**config.mk**
```make
export PLATFORM = sky130hd
export DESIGN_NAME = pcxt_glue
export DESIGN_NICKNAME = d
export VERILOG_FILES = /design/src/pcxt_pkg.sv /design/src/pcxt_glue.sv /design/src/bus_glue.sv /design/src/sigma_delta_dac.sv /design/src/sound_mixer.sv /design/src/splash_timer.sv /design/src/reset_sequencer.sv /design/src/clock_enable_gen.sv /design/src/config_port.sv
export SDC_FILE = /design/constraint.sdc
export NUM_CORES = 1
export LEC_CHECK = 0
export BUFFER_PORTS_ARGS = -buffer_cell sky130_fd_sc_hd__buf_2
export CORE_UTILIZATION = 49
export CTS_CLUSTER_SIZE = 20
export DETAILED_ROUTE_END_ITERATION = 7
export PLACE_DENSITY = 0.8
export SETUP_SLACK_MARGIN = 0.05
export SYNTH_ARGS = -nofsm -noshare
export SYNTH_HDL_FRONTEND = slang
export SYNTH_SLANG_ARGS = --single-unit
```
**constraint.sdc**
```tcl
create_clock -name clk_chipset -period 4.3 [get_ports clk_chipset]
set_input_delay 0 -clock clk_chipset [delete_from_list [all_inputs] [get_ports clk_chipset]]
set_output_delay 0 -clock clk_chipset [all_outputs]
set_load 0.01 [all_outputs]
```
**src/pcxt_pkg.sv**
```systemverilog
`default_nettype none

package pcxt_pkg;

	//////////////////////////////
	// widths and counts
	//////////////////////////////

	// host option word
	localparam int status_width = 32;
	// sys reset hold after the last cause, short for simulation
	localparam int reset_stretch_cycles = 16;
	// cpu reset hold after sys reset drops
	localparam int cpu_reset_delay = 42;
	// splash hold-off
	localparam int splash_seconds = 5;
	localparam int splash_ticks_default = 14318000;

	// pc/xt dip switch images
	localparam logic [7:0] sw_cga = 8'h2D;
	localparam logic [7:0] sw_mda = 8'h3D;

	// reference edges per enable pulse, 28.636 mhz in
	localparam int div_14m = 2;
	localparam int div_7m = 4;
	localparam int div_4m77 = 6;
	localparam int div_periph = 12;
	// same ratios indexed as the divider bank uses them
	localparam int rate_divs [4] = '{div_14m, div_7m, div_4m77, div_periph};

	// uart enable thinning at slow rate
	localparam int uart_slow_div = 8;

	// sound mix word
	localparam int mix_width = 17;

	//////////////////////////////
	// shared structs
	//////////////////////////////

	// decoded option fields
	typedef struct packed {
		logic       soft_reset;
		logic       tandy;
		logic       mda;
		logic       splash_skip;
		// 0 and 3 are 4.77, 1 is 7.16, 2 is 14.318
		logic [1:0] cpu_speed;
		logic       uart_fast;
	} settings_t;

	// one-cycle rate enables
	typedef struct packed {
		logic ce_14m;
		logic ce_7m;
		logic ce_4m77;
		logic ce_periph;
		logic ce_cpu;
		logic ce_opl2;
	} rate_ce_t;

	typedef struct packed {
		logic [31:0] joy0;
		logic [31:0] joy1;
	} joy_pair_t;

	// host side of the config handshake
	typedef struct packed {
		logic                    req;
		logic [status_width-1:0] word;
	} cfg_req_t;

endpackage

`default_nettype wire
```
**src/pcxt_glue.sv**
```systemverilog
`timescale 1ns/10ps
`default_nettype none

module pcxt_glue import pcxt_pkg::*; #(
	parameter int splash_ticks = splash_ticks_default
) (
	input  wire logic               clk_chipset,
	input  wire logic               reset_wire,
	// host config port
	input  wire cfg_req_t           cfg,
	output logic                    cfg_ack,
	// async reference clocks
	input  wire logic               ref_clk,
	input  wire logic               opl2_clk,
	input  wire logic               uart_clk,
	input  wire logic               biu_done,
	// sound sources
	input  wire logic signed [15:0] opl2_snd,
	input  wire logic               speaker,
	input  wire logic [7:0]         tandy_snd,
	// cpu bus side
	input  wire logic               ale,
	input  wire logic [19:0]        ad_out,
	input  wire logic               port_b3,
	input  wire logic               joy_swap,
	input  wire joy_pair_t          joy_in,
	output rate_ce_t                ce,
	output logic                    ce_uart,
	output logic                    turbo,
	output logic                    sys_reset,
	output logic                    cpu_reset,
	output logic                    tandy_mode,
	output logic [mix_width-1:0]    mix,
	output logic [15:0]             dac_word,
	output logic                    audio_bit,
	output logic [19:0]             cpu_address,
	output logic [3:0]              port_c_low,
	output joy_pair_t               joy_out
);

	settings_t settings;
	logic      splash_active;

	//////////////////////////////
	// config and clocking
	//////////////////////////////

	config_port u_config_port (
		.clk_chipset (clk_chipset),
		.reset_wire  (reset_wire),
		.cfg         (cfg),
		.cfg_ack     (cfg_ack),
		.settings    (settings)
	);

	clock_enable_gen u_clock_enable_gen (
		.clk_chipset (clk_chipset),
		.reset_wire  (reset_wire),
		.ref_clk     (ref_clk),
		.opl2_clk    (opl2_clk),
		.uart_clk    (uart_clk),
		.settings    (settings),
		.biu_done    (biu_done),
		.ce          (ce),
		.ce_uart     (ce_uart),
		.turbo       (turbo)
	);

	// reset chain, splash holds sys reset
	reset_sequencer u_reset_sequencer (
		.clk_chipset   (clk_chipset),
		.reset_wire    (reset_wire),
		.settings      (settings),
		.splash_active (splash_active),
		.sys_reset     (sys_reset),
		.cpu_reset     (cpu_reset),
		.tandy_mode    (tandy_mode)
	);

	splash_timer #(.splash_ticks(splash_ticks)) u_splash_timer (
		.clk_chipset   (clk_chipset),
		.reset_wire    (reset_wire),
		.ce_14m        (ce.ce_14m),
		.settings      (settings),
		.splash_active (splash_active)
	);

	//////////////////////////////
	// audio and bus
	//////////////////////////////

	sound_mixer u_sound_mixer (
		.clk_chipset (clk_chipset),
		.reset_wire  (reset_wire),
		.opl2_snd    (opl2_snd),
		.speaker     (speaker),
		.tandy_snd   (tandy_snd),
		.mix         (mix),
		.dac_word    (dac_word)
	);

	// dac level is mix over 4
	sigma_delta_dac u_sigma_delta_dac (
		.clk_chipset (clk_chipset),
		.reset_wire  (reset_wire),
		.level       (mix[mix_width-1:2]),
		.bitstream   (audio_bit)
	);

	bus_glue u_bus_glue (
		.clk_chipset (clk_chipset),
		.reset_wire  (reset_wire),
		.ale         (ale),
		.ad_out      (ad_out),
		.port_b3     (port_b3),
		.settings    (settings),
		.joy_swap    (joy_swap),
		.joy_in      (joy_in),
		.cpu_address (cpu_address),
		.port_c_low  (port_c_low),
		.joy_out     (joy_out)
	);

endmodule

`default_nettype wire

```
**src/bus_glue.sv**
```systemverilog
`timescale 1ns/10ps
`default_nettype none

module bus_glue import pcxt_pkg::*; (
	input  wire logic        clk_chipset,
	input  wire logic        reset_wire,
	input  wire logic        ale,
	input  wire logic [19:0] ad_out,
	input  wire logic        port_b3,
	input  wire settings_t   settings,
	input  wire logic        joy_swap,
	input  wire joy_pair_t   joy_in,
	output logic [19:0]      cpu_address,
	output logic [3:0]       port_c_low,
	output joy_pair_t        joy_out
);

	logic [7:0] sw;

	// address latch, follows ale
	always_ff @(posedge clk_chipset or posedge reset_wire) begin
		if (reset_wire)
			cpu_address <= '0;
		else if (ale)
			cpu_address <= ad_out;
	end

	// dip image by display type
	assign sw = settings.mda ? sw_mda : sw_cga;
	// ppi port b bit 3 picks the nibble
	assign port_c_low = port_b3 ? sw[7:4] : sw[3:0];

	// joystick swap
	always_comb begin
		if (joy_swap) begin
			joy_out.joy0 = joy_in.joy1;
			joy_out.joy1 = joy_in.joy0;
		end else begin
			joy_out = joy_in;
		end
	end

endmodule

`default_nettype wire

```
**src/sigma_delta_dac.sv**
```systemverilog
`timescale 1ns/10ps
`default_nettype none

module sigma_delta_dac (
	input  wire logic        clk_chipset,
	input  wire logic        reset_wire,
	input  wire logic [14:0] level,
	output logic             bitstream
);

	logic [14:0] acc;
	// carry in bit 15
	logic [15:0] sum;

	assign sum = {1'b0, acc} + {1'b0, level};

	// first order, density of ones is level over 2^15
	always_ff @(posedge clk_chipset or posedge reset_wire) begin
		if (reset_wire) begin
			acc       <= '0;
			bitstream <= 1'b0;
		end else begin
			acc       <= sum[14:0];
			bitstream <= sum[15];
		end
	end

endmodule

`default_nettype wire

```
**src/sound_mixer.sv**
```systemverilog
`timescale 1ns/10ps
`default_nettype none

module sound_mixer import pcxt_pkg::*; (
	input  wire logic               clk_chipset,
	input  wire logic               reset_wire,
	input  wire logic signed [15:0] opl2_snd,
	input  wire logic               speaker,
	input  wire logic [7:0]         tandy_snd,
	output logic [mix_width-1:0]    mix,
	output logic [15:0]             dac_word
);

	logic [mix_width-1:0] opl2_term;
	logic [mix_width-1:0] spk_term;
	logic [mix_width-1:0] tandy_term;

	// opl2 sign-extended
	assign opl2_term  = {opl2_snd[15], opl2_snd};
	// speaker adds 2^14 when low
	assign spk_term   = {2'b00, ~speaker, 14'd0};
	// tandy psg times 512
	assign tandy_term = {tandy_snd, 9'd0};

	always_ff @(posedge clk_chipset or posedge reset_wire) begin
		if (reset_wire)
			mix <= '0;
		else
			mix <= opl2_term + spk_term + tandy_term;
	end

	// 16-bit dac image, mix over 2
	assign dac_word = mix[mix_width-1:1];

endmodule

`default_nettype wire

```
**src/splash_timer.sv**
```systemverilog
`timescale 1ns/10ps
`default_nettype none

module splash_timer import pcxt_pkg::*; #(
	parameter int splash_ticks = splash_ticks_default
) (
	input  wire logic      clk_chipset,
	input  wire logic      reset_wire,
	input  wire logic      ce_14m,
	input  wire settings_t settings,
	output logic           splash_active
);

	// ticks inside one second
	logic [$clog2(splash_ticks + 1)-1:0]   tick_cnt;
	// whole seconds done
	logic [$clog2(splash_seconds + 1)-1:0] sec_cnt;

	always_ff @(posedge clk_chipset or posedge reset_wire) begin
		if (reset_wire) begin
			splash_active <= 1'b1;
			tick_cnt      <= '0;
			sec_cnt       <= '0;
		end else if (splash_active) begin
			if (settings.splash_skip) begin
				splash_active <= 1'b0;
			end else if (int'(sec_cnt) == splash_seconds) begin
				splash_active <= 1'b0;
			end else if (ce_14m) begin
				if (int'(tick_cnt) == splash_ticks - 1) begin
					tick_cnt <= '0;
					sec_cnt  <= sec_cnt + 1'b1;
				end else begin
					tick_cnt <= tick_cnt + 1'b1;
				end
			end
		end
	end

endmodule

`default_nettype wire

```
**src/reset_sequencer.sv**
```systemverilog
`timescale 1ns/10ps
`default_nettype none

module reset_sequencer import pcxt_pkg::*; (
	input  wire logic      clk_chipset,
	input  wire logic      reset_wire,
	input  wire settings_t settings,
	input  wire logic      splash_active,
	output logic           sys_reset,
	output logic           cpu_reset,
	output logic           tandy_mode
);

	logic cause;
	logic sys_q;
	logic [$clog2(reset_stretch_cycles)-1:0] stretch_cnt;
	logic [$clog2(cpu_reset_delay + 1)-1:0]  cpu_cnt;

	// synchronous causes, reset_wire acts directly
	assign cause = settings.soft_reset | splash_active;

	//////////////////////////////
	// stretched system reset
	//////////////////////////////

	always_ff @(posedge clk_chipset or posedge reset_wire) begin
		if (reset_wire) begin
			sys_reset   <= 1'b1;
			stretch_cnt <= '0;
		end else if (cause) begin
			sys_reset   <= 1'b1;
			stretch_cnt <= '0;
		end else if (sys_reset) begin
			// hold after the last cause
			if (stretch_cnt == ($bits(stretch_cnt))'(reset_stretch_cycles - 1))
				sys_reset <= 1'b0;
			else
				stretch_cnt <= stretch_cnt + 1'b1;
		end
	end

	//////////////////////////////
	// delayed cpu reset
	//////////////////////////////

	always_ff @(posedge clk_chipset or posedge reset_wire) begin
		if (reset_wire) begin
			sys_q      <= 1'b1;
			cpu_reset  <= 1'b1;
			cpu_cnt    <= '0;
			tandy_mode <= 1'b0;
		end else begin
			sys_q <= sys_reset;
			// machine model sampled while in reset
			if (sys_reset)
				tandy_mode <= settings.tandy;
			// cause sets it on the same edge as sys_reset
			if (cause || sys_q) begin
				cpu_reset <= 1'b1;
				cpu_cnt   <= '0;
			end else if (cpu_reset) begin
				if (cpu_cnt == ($bits(cpu_cnt))'(cpu_reset_delay))
					cpu_reset <= 1'b0;
				else
					cpu_cnt <= cpu_cnt + 1'b1;
			end
		end
	end

	cpu_in_reset: assert property (@(posedge clk_chipset) disable iff (reset_wire)
		sys_reset |-> cpu_reset);

endmodule

`default_nettype wire

```
**src/clock_enable_gen.sv**
```systemverilog
`timescale 1ns/10ps
`default_nettype none

module clock_enable_gen import pcxt_pkg::*; (
	input  wire logic      clk_chipset,
	input  wire logic      reset_wire,
	input  wire logic      ref_clk,
	input  wire logic      opl2_clk,
	input  wire logic      uart_clk,
	input  wire settings_t settings,
	input  wire logic      biu_done,
	output rate_ce_t       ce,
	output logic           ce_uart,
	output logic           turbo
);

	// bit 0 ref, bit 1 opl2, bit 2 uart
	logic [2:0] sync_a;
	logic [2:0] sync_b;
	logic [2:0] sync_c;
	logic [2:0] edge_q;
	// divider bank state, one slot per rate
	logic [3:0] div_cnt [4];
	logic [3:0] rate_hit;
	logic [$clog2(uart_slow_div)-1:0] uart_cnt;

	//////////////////////////////
	// input synchronisers
	//////////////////////////////

	always_ff @(posedge clk_chipset or posedge reset_wire) begin
		if (reset_wire) begin
			sync_a <= '0;
			sync_b <= '0;
			sync_c <= '0;
			edge_q <= '0;
		end else begin
			sync_a <= {uart_clk, opl2_clk, ref_clk};
			sync_b <= sync_a;
			sync_c <= sync_b;
			// rising edge, one cycle wide
			edge_q <= sync_b & ~sync_c;
		end
	end

	//////////////////////////////
	// reference dividers
	//////////////////////////////

	for (genvar i = 0; i < 4; i++) begin : g_div
		always_ff @(posedge clk_chipset or posedge reset_wire) begin
			if (reset_wire) begin
				div_cnt[i] <= '0;
			end else if (edge_q[0]) begin
				if (div_cnt[i] == 4'(rate_divs[i] - 1))
					div_cnt[i] <= '0;
				else
					div_cnt[i] <= div_cnt[i] + 4'd1;
			end
		end
		// last edge of each count period
		assign rate_hit[i] = edge_q[0] && (div_cnt[i] == 4'(rate_divs[i] - 1));
	end

	// uart edge thinning counter
	always_ff @(posedge clk_chipset or posedge reset_wire) begin
		if (reset_wire)
			uart_cnt <= '0;
		else if (edge_q[2])
			uart_cnt <= uart_cnt + 1'b1;
	end

	always_comb begin
		ce.ce_14m    = rate_hit[0];
		ce.ce_7m     = rate_hit[1];
		ce.ce_4m77   = rate_hit[2];
		ce.ce_periph = rate_hit[3];
		// cpu rate from the speed field
		case (settings.cpu_speed)
			2'd1: ce.ce_cpu = rate_hit[1];
			2'd2: ce.ce_cpu = rate_hit[0];
			default: ce.ce_cpu = rate_hit[2];
		endcase
		ce.ce_opl2 = edge_q[1];
		ce_uart = edge_q[2] &&
			(settings.uart_fast || uart_cnt == ($bits(uart_cnt))'(uart_slow_div - 1));
	end

	// turbo only moves between bus cycles
	always_ff @(posedge clk_chipset or posedge reset_wire) begin
		if (reset_wire)
			turbo <= 1'b0;
		else if (biu_done)
			turbo <= (settings.cpu_speed == 2'd1) || (settings.cpu_speed == 2'd2);
	end

	ce_14m_gap: assert property (@(posedge clk_chipset) disable iff (reset_wire)
		ce.ce_14m |=> !ce.ce_14m);

endmodule

`default_nettype wire

```
**src/config_port.sv**
```systemverilog
`timescale 1ns/10ps
`default_nettype none

module config_port import pcxt_pkg::*; (
	input  wire logic     clk_chipset,
	input  wire logic     reset_wire,
	input  wire cfg_req_t cfg,
	output logic          cfg_ack,
	output settings_t     settings
);

	typedef enum logic {
		st_idle,
		st_ack
	} state_t;

	state_t    state;
	settings_t decoded;

	// field map of the option word
	always_comb begin
		decoded.soft_reset  = cfg.word[0];
		decoded.tandy       = cfg.word[3];
		decoded.mda         = cfg.word[4];
		decoded.splash_skip = cfg.word[7];
		decoded.cpu_speed   = cfg.word[18:17];
		// any non-zero uart field picks the fast range
		decoded.uart_fast   = |cfg.word[22:21];
	end

	// four-phase receiver
	always_ff @(posedge clk_chipset or posedge reset_wire) begin
		if (reset_wire) begin
			state    <= st_idle;
			settings <= '0;
		end else begin
			case (state)
				st_idle: if (cfg.req) begin
					// word is stable while req is up
					settings <= decoded;
					state    <= st_ack;
				end
				st_ack: if (!cfg.req) state <= st_idle;
				default: state <= st_idle;
			endcase
		end
	end

	assign cfg_ack = (state == st_ack);

	// ack only ever answers a pending request
	ack_needs_req: assert property (@(posedge clk_chipset) disable iff (reset_wire)
		$rose(cfg_ack) |-> $past(cfg.req));

endmodule

`default_nettype wire

```
**Yosys cells after proc, flatten, opt, wreduce, memory -nomap -nowiden**

Cells that the tools add are included.
Widths: inputs -> output; s select.

- Flip-flop bits (word level): 135
- Latch bits: 0
- Memory bits (writable): 0
- ROM bits: 0
- Input bits: 151
- Output and inout bits: 134
- Memories: 0

- Add/sub/neg operators: 12
- Multiply operators: 0
- Divide/modulo/power cells: 0
- Magnitude comparators: 0
- Eq/ne operators: 13
- Shifts and indexed selects: 0
- Mux-type cells: 25
- Bitwise gates (word level): 7
- Reductions and logical operators: 16

Operator list:

| kind | number |
|---|---|
| $mux 64 | 1 |
| $mux 4 | 8 |
| $add 24x1->24 const B | 1 |
| $eq 24x23->1 const B | 1 |
| $mux 24 | 1 |
| $add 4x1->4 const B | 5 |
| $mux 6 | 3 |
| $add 16x16->17 | 1 |
| $add 17x17->17 | 1 |
| $add 15x15->16 | 1 |
| $mux 1 | 10 |
| $eq 4x4->1 const B | 2 |
| $add 3x1->3 const B | 2 |
| $add 6x1->6 const B | 1 |
| $eq 3x3->1 const B | 2 |
| $eq 6x6->1 const B | 1 |
| $reduce_and 2->1 | 3 |
| $logic_and 1x1->1 | 5 |
| $mux 5 | 1 |
| $reduce_and 5->1 | 1 |
| $eq 4x1->1 const B | 1 |
| $eq 4x2->1 const B | 1 |
| $eq 4x3->1 const B | 1 |
| $ne 2x1->1 const B | 2 |
| other kinds (11) | 17 |

**Longest topological paths before layout**

Gate-level depths: netlist (run 1).

- Depth in word-level cells: 4
- Gate-level depth with buffers: 9

**Hierarchy**

Synthesis (run 1) repeated with hierarchy kept, for this count alone.

- Cells, all modules: 636
- Area total of the unflattened synthesis: 7694.9 sq um

Modules (own cells, without submodules):

| module | times used | cells an instance | area an instance (sq um) | sequential area each (sq um) |
|---|---|---|---|---|
| bus_glue | 1 | 118 | 1841.8 | 500.5 |
| splash_timer | 1 | 151 | 1478.9 | 701.9 |
| clock_enable_gen | 1 | 102 | 1340.0 | 800.8 |
| sigma_delta_dac | 1 | 112 | 1131.1 | 400.4 |
| sound_mixer | 1 | 70 | 889.6 | 425.4 |
| reset_sequencer | 1 | 63 | 676.9 | 354.1 |
| config_port | 1 | 20 | 336.6 | 200.2 |

**Least setup slack after synthesis (run 1)**

Ideal clock, no wire load.

- Kind: register -> register
- Start: register u_sound_mixer.mix[2]
- End: register u_sigma_delta_dac.acc[14]
- Setup time: 0.142 ns
- Data arrival time: 2.141 ns
- Required time: 4.158 ns
- Path slack: 2.017 ns
- Cell stages (with the launch flop): 8
- Period minus slack after synthesis: 2.283 ns
- Path through: dfrtp_1 > ha_1 > fa_1 > a211o_1 > a211oi_1 > o21ai_0 > a2111oi_0 > a311oi_1

- Word-level cells in the longest chain between the ends: 1

RTL lines:

| element | line | source |
|---|---|---|
| from (decl) | sound_mixer.sv:10 | `output logic [mix_width-1:0] mix,` |
| from (signal assigned) | sound_mixer.sv:29 | `mix <= opl2_term + spk_term + tandy_term;` |
| $add 15x15->16 | sigma_delta_dac.sv:15 | `assign sum = {1'b0, acc} + {1'b0, level};` |
| named net u_sigma_delta_dac.sum[14] | sigma_delta_dac.sv:13 | `logic [15:0] sum;` |
| to (signal assigned) | sigma_delta_dac.sv:23 | `acc <= sum[14:0];` |
| to (decl) | sigma_delta_dac.sv:11 | `logic [14:0] acc;` |

The timed path passes the listed nets, and every way through them passes these cells.
A chain may end at the register's enable or synchronous reset.

**Worst setup path in the final report (run 1)**

Same ends and word-level chain as after synthesis.

==> impl_metrics.toml, run 1 <==
[floorplanning]
fp.dieW_um = 124
die_area_um2 = 15300
ios = 285
core.rowCount = 44
start_util_pct = 50.2
core_um2 = 14500
die_h_um = 124

[finish]
regArea_um2 = 3380
fin_util_pct = 67.0
drive_above_1_share_pct = 42.6
multi_input_area_um2 = 3560
fillers = 1061
fin_area_um2 = 9700
antenna_cells = 0
syn_to_final_growth_pct = 33.4
nets = 1126

[clocking]
clock_sinks = 135
clk_pin_slew_ns = 0.06
cts-root-buf = "clkbuf_16"
post_cts_buffers = 0
cts_tree = "done"
cts_resized = 0
clock_latency_ns = 0.42
cts_buffer_depth = 2
htreeDepth = 4
cts_inserted_buffers = 17

[worst_setup_path]
endpoint_kind = "flip-flop"
cp.arrival_ns = 2.84
worstSetupStartpointType = "flip-flop"
critical_path_class = "reg -> reg"
crit_fanout = 3
required_ns = 4.58

[synthesis]
synth_area_leaders = "dfrtp_1, mux2_2, ha_1, xnor2_1, buf_4"
yosys_warnings = 0
yosys_register_bits = 135
synthesis.area_um2 = 7270
synth.distinct_cells = 60
syn_nets = 835
synth_top_area_share_pct = 45.1
synth_top_cell_by_area = "dfrtp_1"
seq_area_frac_synth_pct = 46.5
synthCells = 642
synthArstFlopShare_pct = 100
synth_edf_count = 0
syn_area_per_cell_um2 = 11.3
synthFlopType = "dfrtp_1"

[routing]
drt-wirelength-per-cell_um = 15.2
vias = 6010
drt-initial-drc-count = 204
drc_errors = 0
viasPerCell = 5.32
first_pass_iters = 5
drtAntennaViolNets = 0
drt_wl_total_um = 17100

[sta]
fin_tns_setup_ns = 0
finClkSkew_ns = 0.0122
grt_setup_unrepaired = "false"
hold_viol = 0
setup_viol = 0
drv_slew = 0
period_share_pct = 59.6
fmax_mhz = 390
tightestPinTransition_ns = 0.936
relSlewSlack_pct = 37.0
period_needed_ns = 2.56

[power]
p_leak_uw = 0.00461
ir_drop_v = 0.000426
powerDensity_nw_per_um2 = 467
power_uw = 4530

[grt]
grt_max_degree = 100
track_usage_pct = 22.4
grt_pass1_wl_um = 26400
antenna_found_initial = 0
grt_overflow = 0
grt_pass1_vias = 5666

[placed_design]
dp_hpwl_um = 11100
dpl_cell_area_um2 = 8600
io_buffers = 260
place.gp.congestion = 0.881

[run]
drv_cap = 0

[run_status]
status = "finished, final reports clean"

[worst_hold_path]
hp-class = "in -> reg"
[what timing repair did]
action                                  4_1_cts  5_1_grt
hold endpoints to repair                    142        0
endpoints found under the setup margin        0        0
hold buffers                                 49        0
[flip-flops by register name, summed over array words and instances (netlist names), 3 cells and up]
| name | flops |
|---|---|
| u_splash_timer.sec_cnt | 3 |
| u_sigma_delta_dac.acc | 15 |
| u_clock_enable_gen.sync_b | 3 |
| u_clock_enable_gen.sync_c | 3 |
| u_sound_mixer.mix | 17 |
| u_clock_enable_gen.div_cnt | 16 |
| u_bus_glue.cpu_address | 20 |
| u_reset_sequencer.cpu_cnt | 6 |
| u_reset_sequencer.stretch_cnt | 4 |
| u_config_port.settings | 7 |
| u_clock_enable_gen.uart_cnt | 3 |
| u_clock_enable_gen.edge_q | 3 |
| u_clock_enable_gen.sync_a | 3 |
| u_splash_timer.tick_cnt | 24 |
[cell usage after synthesis, drive strengths merged, types with 2 or more instances]
library cell	n
xnor2	27
ha	39
a21oi	22
nor2	21
and4	2
a311oi	2
a31oi	5
nor4	5
nand3	15
a211oi	3
mux2i	7
a22oi	4
and3	3
nor2b	8
and2	3
a2111oi	2
nand2	37
nand4	18
a21o	11
nor3b	3
a22o	4
or3	10
fa	3
nand2b	5
clkbuf	17
mux2	95
dfrtp	131
or4	2
dfstp	4
o21ai	28
inv	26
buf	23
o21a	7
o21bai	3
nand4b	4
o31ai	4
nor3	12
xor2	14
[worst max-delay path: stages (launching register included)]
cell and delay [ns]:
dfrtp_1 0.41, ha_1 0.24, fa_1 0.43, a211o_1 0.32, a211oi_1 0.31, o21ai_0 0.21, a2111oi_0 0.42, a311oi_1 0.10
[routing by layer]
layer / wire length (um) / vias up / part of all wire, % / GRT usage (%)
met2: 8640 / 223 / 50 / 38.3
met4: 359 / 0 / 2.1 / 8.58
li1: - / 2878 / - / -
met3: 1060 / 36 / 6.2 / 6.18
met5: 0 / - / 0 / 0
met1: 7070 / 2873 / 41 / 26.8
[kinds of logic (layout without fill, tap and decap cells)]
family / Yosys count / after routing / synth area share (%)
simple gates: 153 / 153 / 11.7
flops: 135 / 135 / 46.5
compound gates: 103 / 103 / 9.03
mux: 102 / 102 / 15.7
buf+inv: 66 / 370 / 4.56
fa+ha+maj: 42 / 42 / 7.54
xor+xnor: 41 / 41 / 4.94
[placed cells by master (no fill, tap or decap), types with 4 or more instances in the layout]
cell type / netlist / final
nand2b_1: 5 / 5
clkbuf_16: 0 / 17
clkinv_4: 0 / 4
nand4b_1: 4 / 4
mux2i_1: 7 / 7
a22o_1: 4 / 4
o21a_1: 7 / 7
dlygate4sd3_1: 0 / 49
a22oi_1: 4 / 4
nor2b_1: 8 / 8
mux2_2: 95 / 95
xor2_1: 14 / 14
a21oi_1: 22 / 22
a21o_1: 11 / 11
dfrtp_1: 131 / 131
nand2_1: 36 / 36
o31ai_1: 4 / 4
buf_2: 1 / 260
nand3_1: 15 / 15
o21ai_0: 28 / 28
ha_1: 39 / 39
nor3_1: 12 / 12
nand4_1: 18 / 18
xnor2_1: 27 / 27
dfstp_2: 4 / 4
nor2_1: 20 / 20
inv_1: 26 / 25
or3_1: 10 / 10
a31oi_1: 5 / 5
[area by class of cell]
class	count	area share (%)
multi-input cells	441	36.7
flip-flops and latches	135	34.9
repair buffers	312	18.7
clock buffers	19	4.57
well taps	184	2.37
clock inverters	13	1.77
inverters	26	1.06
[where the power goes]
part	internal (uW)	switching [uW]
Clock	936	563
Sequential	1500	145
Combinational	657	734
Total	3090	1440
[through the flow]
| step | setup WS (ns) | instances | hold WS (ns) |
|---|---|---|---|
| 2_1_floorplan | 0.696 | 642 | 0.0314 |
| 3_3_place_gp | 1.80 | 1049 | 0.107 |
| 3_5_place_dp | 1.76 | 1049 | 0.109 |
| 4_1_cts | 1.75 | 1130 | 0.00377 |
| 5_1_grt | 1.46 | 1130 | 0.0587 |
| 6_report | 1.74 | 1130 | 0.00575 |
[path summary, 6_finish.rpt]
path	from	to	slack, ns	cells after the start
max in group asynchronous	reset_wire	u_reset_sequencer.cpu_reset	2.93	4
min in group asynchronous	reset_wire	u_sound_mixer.mix[10]	0.31	3
worst min-delay path	opl2_snd[15]	u_sound_mixer.mix[16]	0.006	4
worst max register to register	u_sound_mixer.mix[2]	u_sigma_delta_dac.acc[14]	1.74	7
worst max-delay path	u_sound_mixer.mix[2]	u_sigma_delta_dac.acc[14]	1.74	7
worst min register to register	u_clock_enable_gen.sync_a[2]	u_clock_enable_gen.sync_b[2]	0.35	0
Note: power is estimated with default switching activity, not from simulation.
==> run 2, diff against run 1 <==
- clock period: 4.3 -> 2.5 ns (I/O delays scaled with it)
==> run 2 against run 1 <==
  * Clock skew decreased by 0.0042 ns
  * Non-clock buffer count is 12 higher
  * Core utilization increased by 0.23 points
  * Routed wire length rose by 1.6%
  * Critical path depth unchanged
  * Worst setup slack worse by 1.6 ns
  * Clock power up 47%
  * Register-to-register slack got worse by 1.6 ns
  * First-iteration DRC count rose by 6.4%
  * Critical endpoint unchanged
==> impl_metrics.toml, run 2 (synthesized netlist as in run 1, its figures left out) <==
[run_status]
status = "finished, final reports clean"

[placed_design]
place.gp.congestion = 0.838
io_buffers = 260
dpl_cell_area_um2 = 8680
placed_cells = 1059
dp_hpwl_um = 12200

[sta]
grt_setup_unrepaired = "false"
relSlewSlack_pct = 54.6
period_needed_ns = 2.36
setup_viol = 0
hold_viol = 0
hold_slack_ns = 0.0197
period_share_pct = 94.5
drv_slew = 0
fmax_mhz = 423
tightestPinTransition_ns = 0.680
finClkSkew_ns = 0.00797

[floorplanning]
die_area_um2 = 15300
ios = 285
die_h_um = 124
core.rowCount = 44
core_um2 = 14500
fp.dieW_um = 124
start_util_pct = 50.2

[grt]
grt_pass1_vias = 5706
track_usage_pct = 23.1
antenna_found_initial = 1
grt_overflow = 0
grt_pass1_wl_um = 27200
grt_max_degree = 69

[power]
comb_power_share_pct = 33.2
switchingPower_uw = 2430
intPower_uw = 5070
p_sw_share_pct = 32.4
ir_drop_v = 0.000591
seq_power_share_pct = 37.5
powerDensity_nw_per_um2 = 770
p_leak_uw = 0.00463
pwr-share-clk_pct = 29.3

[routing]
drt_wl_total_um = 17400
drtAntennaViolNets = 0
first_pass_iters = 4
vias = 6009
drc_errors = 0
drt-wirelength-per-cell_um = 15.3
drt-initial-drc-count = 217
viasPerCell = 5.26

[finish]
fin_util_pct = 67.2
largest_reg_flops = 24
layout_common_cells = "buf_2, dfrtp_1, mux2_2, dlygate4sd3_1, ha_1"
drive_above_1_share_pct = 43.6
final_common_cell = "buf_2"
nets = 1138
fin_area_um2 = 9730
fillers = 1093
reg_top3 = "u_splash_timer.tick_cnt (24), u_bus_glue.cpu_address (20), u_sound_mixer.mix (17)"
largest-register = "u_splash_timer.tick_cnt"
syn_to_final_growth_pct = 33.9
instances_no_fill = 1142

[clocking]
htreeDepth = 4
cts_inserted_buffers = 17
clk_pin_slew_ns = 0.06
clock_latency_ns = 0.42
cts-root-buf = "clkbuf_16"
clock_sinks = 135
cts_buffer_depth = 2
cts_tree = "done"

[worst_setup_path]
cp.arrival_ns = 2.65
crit_fanout = 3
endpoint_kind = "flip-flop"
critical_path_class = "reg -> reg"
required_ns = 2.78
worstSetupStartpointType = "flip-flop"

[worst_hold_path]
hp-class = "in -> reg"

[run]
drv_cap = 0
run 2: power by group through the flow:
stage          combinational, uW  clock, uW  sequential (uW)
2_1_floorplan               1650          0             2840
3_3_place_gp                2220          0             2830
3_5_place_dp                2290          0             2840
4_1_cts                     2370       2250             2810
5_1_grt                     2790       2350             2870
6_report                    2490       2200             2810
run 2: layout make-up:
type	count	area (um2)	area share (%)
diodes	1	2.50	0.0257
clock buffers	23	468	4.81
clock inverters	8	51.3	0.527
inverters	26	101	1.04
multi-input cells	441	3580	36.8
flip-flops and latches	135	3380	34.8
well taps	184	230	2.37
repair buffers	324	1910	19.7
run 2: metrics by stage:
stage	total power (uW)	TNS, ns	setup WS [ns]
after floorplan	4490	0	0.217
after global placement	5050	0	0.0450
after detailed placement	5130	-0.0222	-0.0222
after CTS	7430	0	0.0834
after global routing	8000	0	0.0539
final	7500	0	0.137
run 2: worst paths after layout:
kind	startpoint	end	slack (ns)	depth (start not counted)
max	u_sound_mixer.mix[2]	u_sigma_delta_dac.acc[14]	0.14	7
min	opl2_snd[15]	u_sound_mixer.mix[16]	0.02	4
max reg2reg	u_sound_mixer.mix[2]	u_sigma_delta_dac.acc[14]	0.14	7
min reg2reg	u_clock_enable_gen.sync_a[0]	u_clock_enable_gen.sync_b[0]	0.35	0
max in group asynchronous	reset_wire	u_reset_sequencer.cpu_reset	1.48	4
min in group asynchronous	reset_wire	u_sound_mixer.mix[6]	0.26	3
run 2: timing repair:
item / 4_1_cts / 5_1_grt
endpoints found under the setup margin: 1 / 2
buffers inserted: 0 / 3
gates resized for setup: 2 / 7
hold endpoints to repair: 67 / 0
pin swaps: 0 / 4
hold buffers: 48 / 0
run 2: worst max-delay path, cell delays in order, from the launching register on:
cell	delay [ns]
dfrtp_1	0.40
ha_2	0.21
fa_2	0.37
a211o_1	0.37
a211oi_4	0.31
o21ai_2	0.11
a2111oi_2	0.37
a311oi_1	0.08
run 2: per-layer routing:
metal | wire [um] | vias up | share of wire (%) | track usage, %
met3 | 1020 | 20 | 5.9 | 6.82
met2 | 8440 | 185 | 48 | 37.5
met4 | 182 | 0 | 1.0 | 6.48
met1 | 7770 | 2895 | 45 | 30.1
met5 | 0 | - | 0 | 0
li1 | - | 2909 | - | -
